==> src/verilog/alu_ctl_pkg.sv <==
package alu_ctl_pkg;

  localparam int data_width = 8;

  // status byte layout, as on the 6502.
  localparam int flag_c_pos = 0;
  localparam int flag_z_pos = 1;
  localparam int flag_v_pos = 6;
  localparam int flag_n_pos = 7;

  // one-hot alu control, all zero passes lhs.
  typedef struct packed {
    logic adc;
    logic sbc;
    logic cmp;
    logic inc;
    logic dec;
    logic bit_test;
    logic and_op;
    logic ora;
    logic eor;
    logic rol;
    logic asl;
    logic ror;
    logic lsr;
    logic txl;
    logic txr;
  } alu_ctl_t;

  typedef enum logic [3:0] {
    op_adc = 4'd0,
    op_sbc = 4'd1,
    op_cmp = 4'd2,
    op_inc = 4'd3,
    op_dec = 4'd4,
    op_bit = 4'd5,
    op_and = 4'd6,
    op_ora = 4'd7,
    op_eor = 4'd8,
    op_rol = 4'd9,
    op_asl = 4'd10,
    op_ror = 4'd11,
    op_lsr = 4'd12,
    op_txl = 4'd13,
    op_txr = 4'd14,
    op_nop = 4'd15
  } alu_op_e;

  typedef struct packed {
    logic sign;
    logic overflow;
    logic zero;
    logic carry;
  } alu_flags_t;

  // set bit lets the alu change that flag.
  typedef struct packed {
    logic sign;
    logic overflow;
    logic zero;
    logic carry;
  } flag_mask_t;

endpackage

==> src/verilog/alu_bus_pkg.sv <==
package alu_bus_pkg;

  import alu_ctl_pkg::*;

  // wishbone classic, master to slave.
  typedef struct packed {
    logic                  cyc;
    logic                  stb;
    logic                  we;
    logic [2:0]            adr;
    logic [data_width-1:0] dat;
  } wb_req_t;

  // slave to master.
  typedef struct packed {
    logic                  ack;
    logic [data_width-1:0] dat;
  } wb_rsp_t;

  // 5 to 7 unused.
  typedef enum logic [2:0] {
    reg_lhs    = 3'd0,
    reg_rhs    = 3'd1,
    reg_status = 3'd2,
    reg_cmd    = 3'd3,
    reg_result = 3'd4
  } reg_addr_e;

endpackage

==> src/verilog/core_alu.sv <==
`timescale 1ns/1ps

module core_alu
  import alu_ctl_pkg::*;
(
  input  alu_ctl_t              control,
  input  flag_mask_t            flag_mask,
  input  logic [data_width-1:0] lhs,
  input  logic [data_width-1:0] rhs,
  input  alu_flags_t            flags_in,
  output logic [data_width-1:0] result,
  output alu_flags_t            flags_out
);

  logic [data_width:0] add_rhs;
  logic [data_width:0] sum;
  logic                add_ovf;
  alu_flags_t          raw;

  // adder shared by adc and sbc.
  always_comb
  begin
    add_rhs = control.sbc ? {1'b0, ~rhs} : {1'b0, rhs};
    sum     = {1'b0, lhs} + add_rhs + {{data_width{1'b0}}, flags_in.carry};
    add_ovf = (lhs[data_width-1] == add_rhs[data_width-1]) &&
              (lhs[data_width-1] != sum[data_width-1]);
  end

  always_comb
  begin
    result = lhs;
    raw    = flags_in;

    case (1'b1)
      control.adc, control.sbc:
      begin
        result       = sum[data_width-1:0];
        raw.carry    = sum[data_width] ^ control.sbc; // sbc reports inverted carry.
        raw.overflow = add_ovf;
      end
      control.cmp:                      result = lhs - rhs;
      control.inc:                      result = lhs + 1'b1;
      control.dec:                      result = lhs - 1'b1;
      control.bit_test, control.and_op: result = lhs & rhs;
      control.ora:                      result = lhs | rhs;
      control.eor:                      result = lhs ^ rhs;
      control.rol:                      {raw.carry, result} = {lhs, flags_in.carry};
      control.asl:                      {raw.carry, result} = {lhs, 1'b0};
      control.ror:                      {result, raw.carry} = {flags_in.carry, lhs};
      control.lsr:                      {result, raw.carry} = {1'b0, lhs};
      control.txl:                      result = lhs;
      control.txr:                      result = rhs;
      default:                          result = lhs;
    endcase

    if (|control)
    begin
      raw.zero = (result == '0);
      raw.sign = result[data_width-1];
    end

    // cmp sets carry when lhs >= rhs.
    if (control.cmp)
      raw.carry = raw.zero || (lhs > rhs);

    if (control.bit_test)
    begin
      raw.sign     = rhs[data_width-1];
      raw.overflow = rhs[data_width-2];
    end

    // masked flags pass through.
    flags_out.carry    = flag_mask.carry    ? raw.carry    : flags_in.carry;
    flags_out.zero     = flag_mask.zero     ? raw.zero     : flags_in.zero;
    flags_out.overflow = flag_mask.overflow ? raw.overflow : flags_in.overflow;
    flags_out.sign     = flag_mask.sign     ? raw.sign     : flags_in.sign;
  end

endmodule

==> src/verilog/op_decoder.sv <==
`timescale 1ns/1ps

module op_decoder
  import alu_ctl_pkg::*;
(
  input  alu_op_e    op,
  output alu_ctl_t   control,
  output flag_mask_t flag_mask
);

  // one control bit per opcode.
  always_comb
  begin
    control = '0;
    case (op)
      op_adc:  control.adc      = 1'b1;
      op_sbc:  control.sbc      = 1'b1;
      op_cmp:  control.cmp      = 1'b1;
      op_inc:  control.inc      = 1'b1;
      op_dec:  control.dec      = 1'b1;
      op_bit:  control.bit_test = 1'b1;
      op_and:  control.and_op   = 1'b1;
      op_ora:  control.ora      = 1'b1;
      op_eor:  control.eor      = 1'b1;
      op_rol:  control.rol      = 1'b1;
      op_asl:  control.asl      = 1'b1;
      op_ror:  control.ror      = 1'b1;
      op_lsr:  control.lsr      = 1'b1;
      op_txl:  control.txl      = 1'b1;
      op_txr:  control.txr      = 1'b1;
      default: control          = '0; // nop.
    endcase
  end

  // flags each opcode may touch.
  always_comb
  begin
    flag_mask = '0;
    case (op)
      op_adc, op_sbc:
      begin
        flag_mask = '{sign: 1'b1, overflow: 1'b1, zero: 1'b1, carry: 1'b1};
      end
      op_and, op_ora, op_eor, op_inc, op_dec, op_txl, op_txr:
      begin
        flag_mask = '{sign: 1'b1, overflow: 1'b0, zero: 1'b1, carry: 1'b0};
      end
      op_cmp, op_rol, op_asl, op_ror, op_lsr:
      begin
        flag_mask = '{sign: 1'b1, overflow: 1'b0, zero: 1'b1, carry: 1'b1};
      end
      op_bit:
      begin
        // n and v come from rhs.
        flag_mask = '{sign: 1'b1, overflow: 1'b1, zero: 1'b1, carry: 1'b0};
      end
      default:
      begin
        flag_mask = '0;
      end
    endcase
  end

endmodule

==> src/verilog/alu_wb_regs.sv <==
`timescale 1ns/1ps

module alu_wb_regs
  import alu_ctl_pkg::*, alu_bus_pkg::*;
(
  input  logic                  clk,
  input  logic                  reset,
  input  wb_req_t               wb_req,
  output wb_rsp_t               wb_rsp,
  output alu_op_e               op,
  output logic [data_width-1:0] lhs,
  output logic [data_width-1:0] rhs,
  output alu_flags_t            flags,
  input  logic [data_width-1:0] alu_result,
  input  alu_flags_t            alu_flags
);

  logic                  ack;
  logic                  access;
  logic                  wr_en;
  logic                  cmd_wr;
  logic [3:0]            cmd_reg;
  logic [data_width-1:0] result_reg;
  logic [data_width-1:0] status_byte;
  logic [data_width-1:0] rd_mux;
  logic [data_width-1:0] rd_dat;

  // new transfer sampled this cycle.
  assign access = wb_req.cyc & wb_req.stb & ~ack;
  assign wr_en  = access & wb_req.we;
  assign cmd_wr = wr_en && (wb_req.adr == reg_cmd);

  // opcode goes straight from the bus to the decoder.
  assign op = cmd_wr ? alu_op_e'(wb_req.dat[3:0]) : op_nop;

  always_comb
  begin
    status_byte             = '0;
    status_byte[flag_c_pos] = flags.carry;
    status_byte[flag_z_pos] = flags.zero;
    status_byte[flag_v_pos] = flags.overflow;
    status_byte[flag_n_pos] = flags.sign;
  end

  always_comb
  begin
    case (wb_req.adr)
      reg_lhs:    rd_mux = lhs;
      reg_rhs:    rd_mux = rhs;
      reg_status: rd_mux = status_byte;
      reg_cmd:    rd_mux = {{(data_width-4){1'b0}}, cmd_reg};
      reg_result: rd_mux = result_reg;
      default:    rd_mux = '0;
    endcase
  end

  // single cycle ack.
  always_ff @(posedge clk)
  begin
    if (reset)
      ack <= 1'b0;
    else
      ack <= access;
  end

  always_ff @(posedge clk)
  begin
    if (access)
      rd_dat <= rd_mux; // valid while ack is high.
  end

  always_ff @(posedge clk)
  begin
    if (reset)
    begin
      lhs        <= '0;
      rhs        <= '0;
      flags      <= '0;
      cmd_reg    <= '0;
      result_reg <= '0;
    end
    else if (wr_en)
    begin
      case (wb_req.adr)
        reg_lhs: lhs <= wb_req.dat;
        reg_rhs: rhs <= wb_req.dat;
        reg_status:
        begin
          flags.carry    <= wb_req.dat[flag_c_pos];
          flags.zero     <= wb_req.dat[flag_z_pos];
          flags.overflow <= wb_req.dat[flag_v_pos];
          flags.sign     <= wb_req.dat[flag_n_pos];
        end
        reg_cmd:
        begin
          cmd_reg    <= wb_req.dat[3:0];
          result_reg <= alu_result; // commit on the acking edge.
          flags      <= alu_flags;
        end
        default: ;
      endcase
    end
  end

  assign wb_rsp = '{ack: ack, dat: rd_dat};

endmodule

==> src/verilog/alu_unit.sv <==
`timescale 1ns/1ps

module alu_unit
  import alu_ctl_pkg::*, alu_bus_pkg::*;
(
  input  logic    clk,
  input  logic    reset,
  input  wb_req_t wb_req,
  output wb_rsp_t wb_rsp
);

  alu_op_e               op;
  alu_ctl_t              control;
  flag_mask_t            flag_mask;
  logic [data_width-1:0] lhs;
  logic [data_width-1:0] rhs;
  alu_flags_t            flags;
  logic [data_width-1:0] alu_result;
  alu_flags_t            alu_flags;

  alu_wb_regs alu_wb_regs_inst (
    .clk        (clk),
    .reset      (reset),
    .wb_req     (wb_req),
    .wb_rsp     (wb_rsp),
    .op         (op),
    .lhs        (lhs),
    .rhs        (rhs),
    .flags      (flags),
    .alu_result (alu_result),
    .alu_flags  (alu_flags)
  );

  op_decoder op_decoder_inst (
    .op        (op),
    .control   (control),
    .flag_mask (flag_mask)
  );

  core_alu core_alu_inst (
    .control   (control),
    .flag_mask (flag_mask),
    .lhs       (lhs),
    .rhs       (rhs),
    .flags_in  (flags),
    .result    (alu_result),
    .flags_out (alu_flags)
  );

endmodule

==> config.mk <==
export PLATFORM = sky130hd
export DESIGN_NAME = alu_unit
export DESIGN_NICKNAME = d
export VERILOG_FILES = /design/src/verilog/alu_ctl_pkg.sv /design/src/verilog/alu_bus_pkg.sv /design/src/verilog/core_alu.sv /design/src/verilog/op_decoder.sv /design/src/verilog/alu_wb_regs.sv /design/src/verilog/alu_unit.sv
export SDC_FILE = /design/constraint.sdc
export NUM_CORES = 1
export LEC_CHECK = 0
export BUFFER_PORTS_ARGS = -buffer_cell sky130_fd_sc_hd__buf_2
export CORE_MARGIN = 2
export CORE_UTILIZATION = 63
export CTS_CLUSTER_DIAMETER = 150
export CTS_CLUSTER_SIZE = 40
export DETAILED_ROUTE_END_ITERATION = 6
export PLACE_DENSITY = 0.84
export SLEW_MARGIN = 40
export SYNTH_ARGS = -nofsm -noshare
export SYNTH_HDL_FRONTEND = slang
export SYNTH_SLANG_ARGS = --single-unit
==> constraint.sdc <==
create_clock -name clk -period 4.49 [get_ports clk]
set_clock_uncertainty 0.1 [all_clocks]
set_input_delay 0.449 -clock clk [delete_from_list [all_inputs] [get_ports clk]]
set_output_delay 0.449 -clock clk [all_outputs]
set_load 0.01 [all_outputs]
==> summary.txt, run 1 <==
Finish
  • Syn-to-layout area delta: 4.86%
  • Nets: ~680
  • FILL cells: 657
  • Commonest non-fill, non-tap cell in the layout: nor2_1
  • Commonest non-fill, non-tap cells in the layout: nor2_1 (55), nand2_1 (49), a21oi_1 (41)
  • Antenna Cells: 0
  • Layout Utilization: between 60% and 70%
  • Layout cells sized above 1: 11.4%

STA
  • Fin worst setup slack: 0.543 ns
  • RSZ-0062 raised after global routing: false
  • Tmin final: about 3.9 ns
  • Slew Viols, Final: 0
  • Fin Hold WS: 0.308 ns
  • Worst slew pin tran: 0.808 ns
  • Max Fclk: 253 MHz
  • Slew HR: 46.0%
  • Final period util: 87.9%
  • Final hold vios: 0
  • Final Setup Violations: 0
  • Setup_tns: 0 ns

Synthesis
  • Synth Area in Compound Gates: a little over a quarter
  • Synth Area in Adders: 9.88%
  • Number of synthesized register bits: just over 40
  • Asr flop ratio synth: 0%
  • Sequential area share after synthesis: 18.8%
  • Simple-gate share of the synthesized area: 25.0%
  • Ys flop type: dfxtp_1
  • Largest family of logic cells by synthesized area: compound AO/OA/AOI/OAI gates
  • Post-synth EDFFs: 8
  • Mean Syn Cell Area: roughly 7.6 um2
  • YS warnings: 0
  • Yosys top cell by area: dfxtp_1
  • Synthesized area: 4790 um2
  • XOR/XNOR Fraction of Synth Area: between 4 and 5%
  • Distinct cells, synth: 79
  • Mux cell area share after synthesis: 7.19%
  • Synth area leaders: dfxtp_1 (14%), ha_1 (8.6%), mux2i_1 (6.5%), edfxtp_1 (5.0%), nor2_1 (4.4%)
  • Post-Syn Instances: about 630
  • Syn nets: around 700
  • Yosys top cell area share: 13.8%

Worst setup path
  • Type of the worst setup path: register to register
  • Arrival time worst endpoint: around 4 ns
  • Worst Setup End Kind: register
  • Slowest cell on crit path: and4b_1
  • Largest stage delay, worst path: ~0.46 ns
  • Worst path bufs/invs: 1
  • CP Max Fanout: 9
  • Worst R2R Setup Slack: roughly 0.54 ns
  • Crit path cell chain: and4b_1 > nand2_1 > nor3_1 > nand2_1 > xnor2_1 > fa_1 > inv_1 > fa_1 > a211oi_1 > o21ai_0 > a21oi_1 > xor2_1 > o22ai_1 > a211oi_1 > nand4_1 > a31oi_1
  • Crit path max-delay family: simple AND/OR/NAND/NOR gates
  • Startpoint types: register
  • Critical Path RT: roughly 4.6 ns

Detailed routing
  • Vias per inst: around 7.1
  • Drc violations: 0
  • Routed wire length per instance: 23.5 um
  • Starting DRT DRC Count: just over 700
  • Routed WL: roughly 17000 um
  • Antenna-violating nets left: 0
  • Via count: 5184
  • DRT Pass-1 Iters: 5

Power
  • Power Density: roughly 160 nW/um2
  • LEAKAGE: between 1.5 and 2 nW
  • Max VDD drop: between 0.1 and 0.15 mV

Clock network
  • Cts hold-fix bufs: 0
  • Clock tree buffer depth: 2
  • CTS resizes: 0
  • Clk pin slew, worst setup/hold paths: around 0.090 ns
  • TritonCTS clock tree: built
  • CTS root buf: clkbuf_8
  • TritonCTS buffer count: 5
  • Post CTS Setup Buffer Count: 0
  • CTS sink count: between 40 and 50
  • H-tree depth: 2
  • Clk_lat worst skew: ~0.30 ns

Global route
  • Initial antenna violation count: 1
  • First-pass GRT wire length: approximately 27000 um
  • Gr ovfl total: 0
  • Number of global-route vias before repair: roughly 4900
  • Pin count of the biggest net entering global routing: 56
  • Total GRT Usage: 41.5%

Placement
  • DP Worst Slack: 0.466 ns
  • Gpl congestion: ~1.1
  • PortBufs: 24
  • Detailed Place HPWL: 12600 um

Floorplanning
  • Number of core rows: 31
  • Full die area: roughly 8300 um2
  • Core Region: around 7300 um2
  • Die height: slightly above 90 um
  • Num ports: 25
  • Initial core utilization: between 60% and 70%
  • Die W: 91.2 um

Flow run
  • Max-Cap Viols: 0

Run status
  • Status: finished, final reports clean

Hold path
  • HP Class: input port to register
final cells by class:
| type | count | area (um2) | share of cell area, % |
|---|---|---|---|
| multi-input cells | 507 | 3510 | 69.9 |
| flip-flops and latches | 41 | 901 | 18.0 |
| repair buffers | 46 | 285 | 5.68 |
| well taps | 99 | 124 | 2.47 |
| inverters | 31 | 116 | 2.32 |
| clock buffers | 5 | 68.8 | 1.37 |
| clock inverters | 3 | 17.5 | 0.349 |
report_power, final:
part | total (mW) | switching [mW] | leakage (nW) | internal, mW
logic | 0.170 | 0.116 | 1.52 | 0.0545
registers | 0.383 | 0.00396 | 0.343 | 0.379
clock network | 0.248 | 0.140 | 0.0439 | 0.108
total | 0.801 | 0.260 | 1.90 | 0.541
Yosys cell counts, types with 5 or more instances:
library cell  instances
nor2_1               56
nand2_1              49
a21oi_1              41
o21ai_0              39
dfxtp_1              33
ha_1                 33
mux2i_1              31
inv_1                30
clkbuf_1             24
xnor2_1              23
nand3_1              19
nor3_1               17
a211oi_1             15
buf_2                13
nand2b_1             11
a31oi_1               9
nor2b_1               9
o211ai_1              9
edfxtp_1              8
nor4_1                8
a22oi_1               7
and3_1                7
nand3b_1              7
nand4_1               7
a211o_1               6
buf_4                 6
o31ai_1               6
or3_1                 6
buf_6                 5
per-layer routing:
| layer | routed length, um | global-route usage, % | vias up | part of all wire (%) |
|---|---|---|---|---|
| met3 | 2330 | 10.4 | 72 | 14 |
| met2 | 7430 | 63.7 | 403 | 43 |
| met5 | 19 | 0 | - | 0.11 |
| li1 | - | - | 2306 | - |
| met4 | 756 | 18.8 | 2 | 4.4 |
| met1 | 6680 | 54.9 | 2401 | 39 |
path summary, 6_finish.rpt:
check	from	endpoint	depth (start not counted)
setup / recovery	alu_wb_regs_inst.ack	alu_wb_regs_inst.flags[1]	16
hold reg to reg	alu_wb_regs_inst.result_reg[4]	alu_wb_regs_inst.result_reg[4]	2
hold / removal	wb_req[5]	alu_wb_regs_inst.rhs[5]	3
setup reg to reg	alu_wb_regs_inst.ack	alu_wb_regs_inst.flags[1]	16
tightest hold or removal path, cell delays in order:
cell	delay, ns
buf_2	0.09
mux2i_1	0.06
nor2_1	0.07
cells by family (layout without fill, tap and decap cells):
family / Yosys count / after routing
buf+inv: 83 / 85
simple gates: 225 / 225
compound gates: 185 / 185
flops: 41 / 41
fa+ha+maj: 36 / 36
mux: 34 / 34
xor+xnor: 27 / 27
stage by stage:
step | instance area [um2] | power (mW) | cells
floorplan | 4790 | 0.509 | 631
detailed placement | 4930 | 0.554 | 724
CTS | 5020 | 0.791 | 732
global placement | 4930 | 0.551 | 724
finish | 5020 | 0.801 | 732
global route | 5020 | 0.825 | 732
(Power assumes the default switching activity.)
==> run 2, diff against run 1 <==
REMOVE_ABC_BUFFERS = 1   (was default)
==> summary.txt, run 2 (synthesis results as in run 1) <==
Run status
  • Status: finished with violations
  • Violated checks: DRC

Finish
  • Syn-to-layout area delta: 5.18%
  • Finished Layout Cells: 731 (-0.14%)
  • Commonest non-fill, non-tap cells in the layout: nor2_1 (56), nand2_1 (49), a21oi_1 (41)
  • Nets: 683 (-0.15%)
  • FILL cells: 665 (+1.2%)
  • Layout cells sized above 1: 10.9% (-0.46 points)
  • Design area: 5030 um2 (+0.30%)
  • Commonest non-fill, non-tap cell in the layout: nor2_1
  • Antenna Cells: 0 (unchanged)

Placement
  • Placed instance area: 4930 um2 (about the same)
  • Detailed Place HPWL: 12400 um (-1.4%)
  • DP Worst Slack: 0.450 ns (-0.0155 ns)
  • Placed Cells: 723 (-0.14%)
  • Gpl congestion: 1.05 (-3.9%)
  • PortBufs: 24 (unchanged)

Worst setup path
  • R2R depth: 16 (unchanged)
  • Reg2Reg Launch Point: alu_wb_regs_inst.ack
  • Worst R2R Setup Slack: 0.55 ns (about the same)
  • Critical R2R Capture: alu_wb_regs_inst.flags[0]
  • CP Max Fanout: 5 (-4)
  • Arrival time worst endpoint: 4.07 ns (about the same)
  • Largest stage delay, worst path: 0.42 ns (-0.04 ns)
  • Crit path cell chain: and4b_1 > nand2_1 > nor3_1 > nand2_1 > xnor2_1 > fa_1 > inv_1 > fa_1 > a211oi_1 > o21ai_0 > a21oi_1 > xor2_1 > o22ai_1 > a211oi_1 > nand4_1 > a31oi_1
  • Type of the worst setup path: register to register
  • Startpoint types: register
  • Worst Setup End Kind: register
  • Slowest cell on crit path: fa_1
  • Critical Path RT: 4.62 ns (about the same)

STA
  • Setup_tns: 0 ns (unchanged)
  • Final Setup Violations: 0 (unchanged)
  • Worst slew pin tran: 0.843 ns (+0.0344 ns)
  • Tmin final: 3.94 ns (-0.00793 ns)
  • Slew HR: 43.6% (-2.4 points)
  • Final period util: 87.7% (-0.18 points)
  • Final hold vios: 0 (unchanged)
  • Fin worst setup slack: 0.551 ns (+0.00793 ns)
  • Max Fclk: 254 MHz (+0.20%)
  • Slew Viols, Final: 0 (unchanged)
  • RSZ-0062 raised after global routing: false

Clock network
  • Cts hold-fix bufs: 0 (unchanged)
  • Clk pin slew, worst setup/hold paths: 0.10 ns (about the same)
  • Clk_lat worst skew: 0.31 ns (about the same)
  • CTS root buf: clkbuf_8
  • Post CTS Setup Buffer Count: 0 (unchanged)
  • TritonCTS clock tree: built
  • TritonCTS buffer count: 5 (unchanged)
  • Clock tree buffer depth: 2 (unchanged)
  • CTS sink count: 41 (unchanged)
  • H-tree depth: 2 (unchanged)
  • CTS resizes: 0 (unchanged)

Hold path
  • Hold Path Stages: 3 (unchanged)
  • Hold path startpoint: wb_req[4]
  • HP Class: input port to register
  • Endpoint, Worst Hold: alu_wb_regs_inst.lhs[4]

Power
  • LEAKAGE: 1.91 nW (+0.38%)
  • Comb pwr share: 20.4% (-0.8 points)
  • Sw Ratio: 31.5% (-0.94 points)
  • Internal Power: 577 uW (+6.6%)
  • Max VDD drop: 0.104 mV (-27%)
  • Sequential power share: 45.5% (-2.3 points)
  • Sw Pwr: 265 uW (+2.1%)
  • Power Density: 167 nW/um2 (+4.9%)
  • Clock share of power: 34.1% (+3.2 points)

Global route
  • Number of global-route vias before repair: 4938 (+0.49%)
  • Pin count of the biggest net entering global routing: 56 (unchanged)
  • Total GRT Usage: 41.1% (-0.37 points)
  • Initial antenna violation count: 0 (-1)
  • Gr ovfl total: 0 (unchanged)
  • First-pass GRT wire length: 26600 um (-0.70%)

Floorplanning
  • Full die area: 8310 um2 (unchanged)
  • Die W: 91.2 um (unchanged)
  • Core Region: 7290 um2 (unchanged)
  • Num ports: 25 (unchanged)
  • Die height: 91.2 um (unchanged)
  • Number of core rows: 31 (unchanged)
  • Initial core utilization: 65.6% (unchanged)

Detailed routing
  • Routed wire length per instance: 23.7 um (+0.77%)
  • Routed WL: 17300 um (+0.63%)
  • Drc violations: 7 (+7)
  • DRT Pass-1 Iters: 7 (+2)
  • Vias per inst: 7.21 (+1.8%)
  • Starting DRT DRC Count: 802 (+11%)
  • Antenna-violating nets left: 0 (unchanged)
  • Via count: 5269 (+1.6%)

Flow run
  • Max-Cap Viols: 0 (unchanged)
## run 2: metal layers
layer  part of all wire [%]  vias up  wire [um]  track usage, %
li1                       -     2308          -               -
met3                     12      109       2150            9.05
met4                    6.4        0       1110            23.1
met1                     37     2425       6450            53.1
met2                     44      427       7610            63.3
met5                      0        -          0               0
## run 2: how the worst max path moves through the flow
stage                          from                   endpoint  cells after the start
6_report       alu_wb_regs_inst.ack  alu_wb_regs_inst.flags[0]                     16
5_1_grt        alu_wb_regs_inst.ack  alu_wb_regs_inst.flags[0]                     16
4_1_cts        alu_wb_regs_inst.ack  alu_wb_regs_inst.flags[0]                     16
3_5_place_dp             wb_req[10]  alu_wb_regs_inst.flags[0]                     17
3_3_place_gp             wb_req[10]  alu_wb_regs_inst.flags[1]                     17
2_1_floorplan            wb_req[10]  alu_wb_regs_inst.flags[1]                     16
## run 2: cell type report
type	count	area [um2]	share of cell area, %
multi-input combinational	507	3510	69.8
sequential	41	901	17.9
inverter	31	116	2.31
clock inverter	1	5.00	0.0994
timing repair buffer	45	278	5.52
clock buffer	7	97.6	1.94
tap	99	124	2.46
## run 2: worst max-delay path: cells and delay by family (launching register included)
| kind | cells | cell delay [ns] |
|---|---|---|
| and+or+nand+nor | 5 | 1.04 |
| buffers and inverters | 1 | 0.06 |
| AOI/OAI and AO/OA | 6 | 1.23 |
| adders and majority gates | 2 | 0.67 |
| DFF | 1 | 0.35 |
| xor gates and xnor gates | 2 | 0.40 |
## run 2: through the flow
stage	power, mW	hold WS [ns]	utilization (%)
global route	0.866	0.329	69.0
CTS	0.837	0.301	69.0
finish	0.843	0.302	69.0
global placement	0.552	0.342	67.5
floorplan	0.473	0.326	-
detailed placement	0.556	0.356	67.6
## run 2: power groups by stage
| stage | clock network (mW) | logic [mW] | registers, mW |
|---|---|---|---|
| finish | 0.287 | 0.172 | 0.384 |
| global route | 0.301 | 0.181 | 0.384 |
| CTS | 0.289 | 0.165 | 0.383 |
| detailed placement | 0 | 0.164 | 0.392 |
| global placement | 0 | 0.161 | 0.392 |
| floorplan | 0 | 0.0801 | 0.393 |
==> run 3, diff against run 2 <==
CORE_MARGIN = 3   (was 2)
==> summary.txt, run 3 (synthesis results as in run 1) <==
Run status
  • Status: finished, final reports clean

Finish
  • Commonest non-fill, non-tap cells in the layout: nor2_1 (55), nand2_1 (49), a21oi_1 (41)
  • Commonest non-fill, non-tap cell in the layout: nor2_1
  • Syn-to-layout area delta: 5.18% (unchanged)
  • FILL cells: 627 (-5.7%)
  • Nets: 685 (+0.29%)
  • Design area: 5030 um2 (unchanged)
  • Antenna Cells: 0 (unchanged)
  • Layout cells sized above 1: 11.5% (+0.60 points)

Detailed routing
  • Routed wire length per instance: 23.3 um (-1.7%)
  • Routed WL: 17100 um (-1.5%)
  • Starting DRT DRC Count: 673 (-16%)
  • Top sig layer: met4
  • DR WL met2: 7350 um (-3.4%)
  • Vias per inst: 7.10 (-1.4%)
  • Antenna-violating nets left: 0 (unchanged)
  • Via count: 5207 (-1.2%)
  • Drc violations: 0 (-7)
  • DRT Pass-1 Iters: 7 (unchanged)
  • M1 wire length: 6590 um (+2.0%)
  • Met3 WL: 2140 um (-0.46%)

Placement
  • DP Worst Slack: 0.401 ns (-0.0491 ns)
  • PortBufs: 24 (unchanged)
  • Gpl congestion: 1.08 (+2.7%)
  • Placed instance area: 4950 um2 (+0.36%)
  • Detailed Place HPWL: 12300 um (-0.68%)

Worst setup path
  • Worst Setup End Kind: register
  • Arrival time worst endpoint: 4.21 ns (+0.14 ns)
  • Slowest cell on crit path: and4b_1
  • Worst R2R Setup Slack: 0.42 ns (-0.13 ns)
  • Crit path cell chain: and4b_1 > nand2_1 > nor3_1 > nand2_1 > xnor2_1 > fa_1 > inv_1 > fa_1 > a211oi_1 > o21ai_0 > a21oi_1 > xor2_1 > o22ai_1 > a211oi_1 > nand4_1 > a31oi_1
  • Critical Path RT: 4.63 ns (about the same)
  • Reg2Reg Launch Point: alu_wb_regs_inst.ack
  • Critical R2R Capture: alu_wb_regs_inst.flags[1]
  • CP Max Fanout: 9 (+4)
  • Crit path max-delay family: compound AO/OA/AOI/OAI gates
  • Largest stage delay, worst path: 0.47 ns (+0.05 ns)
  • Type of the worst setup path: register to register
  • R2R depth: 16 (unchanged)
  • Worst path bufs/invs: 1 (unchanged)
  • Startpoint types: register

STA
  • RSZ-0062 raised after global routing: false
  • Tmin final: 4.07 ns (+0.130 ns)
  • Slew Viols, Final: 0 (unchanged)
  • Max Fclk: 246 MHz (-3.2%)
  • Final Setup Violations: 0 (unchanged)
  • Fin worst setup slack: 0.421 ns (-0.130 ns)
  • Final period util: 90.6% (+2.9 points)
  • Final hold vios: 0 (unchanged)
  • Worst slew pin tran: 0.865 ns (+0.0218 ns)
  • Setup_tns: 0 ns (unchanged)
  • Fin Hold WS: 0.297 ns (-0.00574 ns)
  • Slew HR: 42.3% (-1.3 points)

Hold path
  • Hold Path Stages: 3 (unchanged)
  • Hold path startpoint: wb_req[5]
  • Endpoint, Worst Hold: alu_wb_regs_inst.lhs[5]
  • HP Class: input port to register

Clock network
  • Clock tree buffer depth: 2 (unchanged)
  • Clk pin slew, worst setup/hold paths: 0.09 ns (about the same)
  • TritonCTS buffer count: 5 (unchanged)
  • H-tree depth: 2 (unchanged)
  • TritonCTS clock tree: built
  • Cts hold-fix bufs: 0 (unchanged)
  • CTS resizes: 0 (unchanged)
  • CTS root buf: clkbuf_8
  • CTS sink count: 41 (unchanged)
  • Clk_lat worst skew: 0.31 ns (about the same)
  • Post CTS Setup Buffer Count: 0 (unchanged)

Global route
  • Pin count of the biggest net entering global routing: 56 (unchanged)
  • First-pass GRT wire length: 26600 um (-0.21%)
  • Gr ovfl total: 0 (unchanged)
  • Total GRT Usage: 40.0% (-1.2 points)
  • Initial antenna violation count: 0 (unchanged)
  • Number of global-route vias before repair: 4932 (-0.12%)

Power
  • Power Density: 161 nW/um2 (-4.1%)
  • Total power: 809 uW (-4.1%)
  • LEAKAGE: 1.92 nW (+0.23%)
  • Max VDD drop: 0.131 mV (+26%)

Floorplanning
  • Num ports: 25 (unchanged)
  • Full die area: 8680 um2 (+4.4%)
  • Die height: 93.2 um (+2.2%)
  • Die W: 93.2 um (+2.2%)
  • Number of core rows: 31 (unchanged)
  • Initial core utilization: 65.3% (-0.35 points)
  • Core Region: 7330 um2 (+0.53%)

Flow run
  • Max-Cap Viols: 0 (unchanged)
run 3: cell type report:
cell class | count | area [um2] | area share [%]
multi-input combinational | 507 | 3510 | 69.8
sequential | 41 | 901 | 17.9
timing repair buffer | 47 | 293 | 5.82
tap | 99 | 124 | 2.46
inverter | 31 | 116 | 2.31
clock buffer | 5 | 68.8 | 1.37
clock inverter | 3 | 16.3 | 0.323
run 3: metal layers:
metal / vias to the layer above / global-route usage [%]
li1: 2318 / -
met1: 2394 / 52.1
met2: 418 / 60.2
met3: 77 / 9.09
met4: 0 / 23.6
met5: - / 0
run 3: how the worst max path moves through the flow:
stage | start | end | slack, ns | cells after the start
detailed placement | wb_req[13] | alu_wb_regs_inst.flags[1] | 0.40 | 17
CTS | alu_wb_regs_inst.ack | alu_wb_regs_inst.flags[1] | 0.55 | 16
floorplan | wb_req[10] | alu_wb_regs_inst.flags[1] | 0.51 | 16
global placement | wb_req[13] | alu_wb_regs_inst.flags[1] | 0.62 | 17
global route | alu_wb_regs_inst.ack | alu_wb_regs_inst.flags[1] | 0.01 | 16
finish | alu_wb_regs_inst.ack | alu_wb_regs_inst.flags[1] | 0.42 | 16
run 3: through the flow:
| stage | utilization [%] | cells |
|---|---|---|
| 3_3_place_gp | 67.4 | 724 |
| 2_1_floorplan | - | 579 |
| 6_report | 68.7 | 733 |
| 4_1_cts | 68.7 | 733 |
| 5_1_grt | 68.7 | 733 |
| 3_5_place_dp | 67.5 | 725 |
run 3: report_power, final:
part / leakage, nW / switching (mW) / internal, mW / total (mW)
Sequential: 0.343 / 0.00352 / 0.379 / 0.383
Combinational: 1.52 / 0.117 / 0.0547 / 0.172
Clock: 0.0482 / 0.146 / 0.108 / 0.254
run 3: worst reg2reg max path: cells and delay by family (launching register included):
kind	cells	cell delay, ns
simple gates	5	1.21
fa+ha+maj	2	0.63
buf+inv	1	0.05
xor+xnor	2	0.35
flops	1	0.35
compound gates	6	1.32
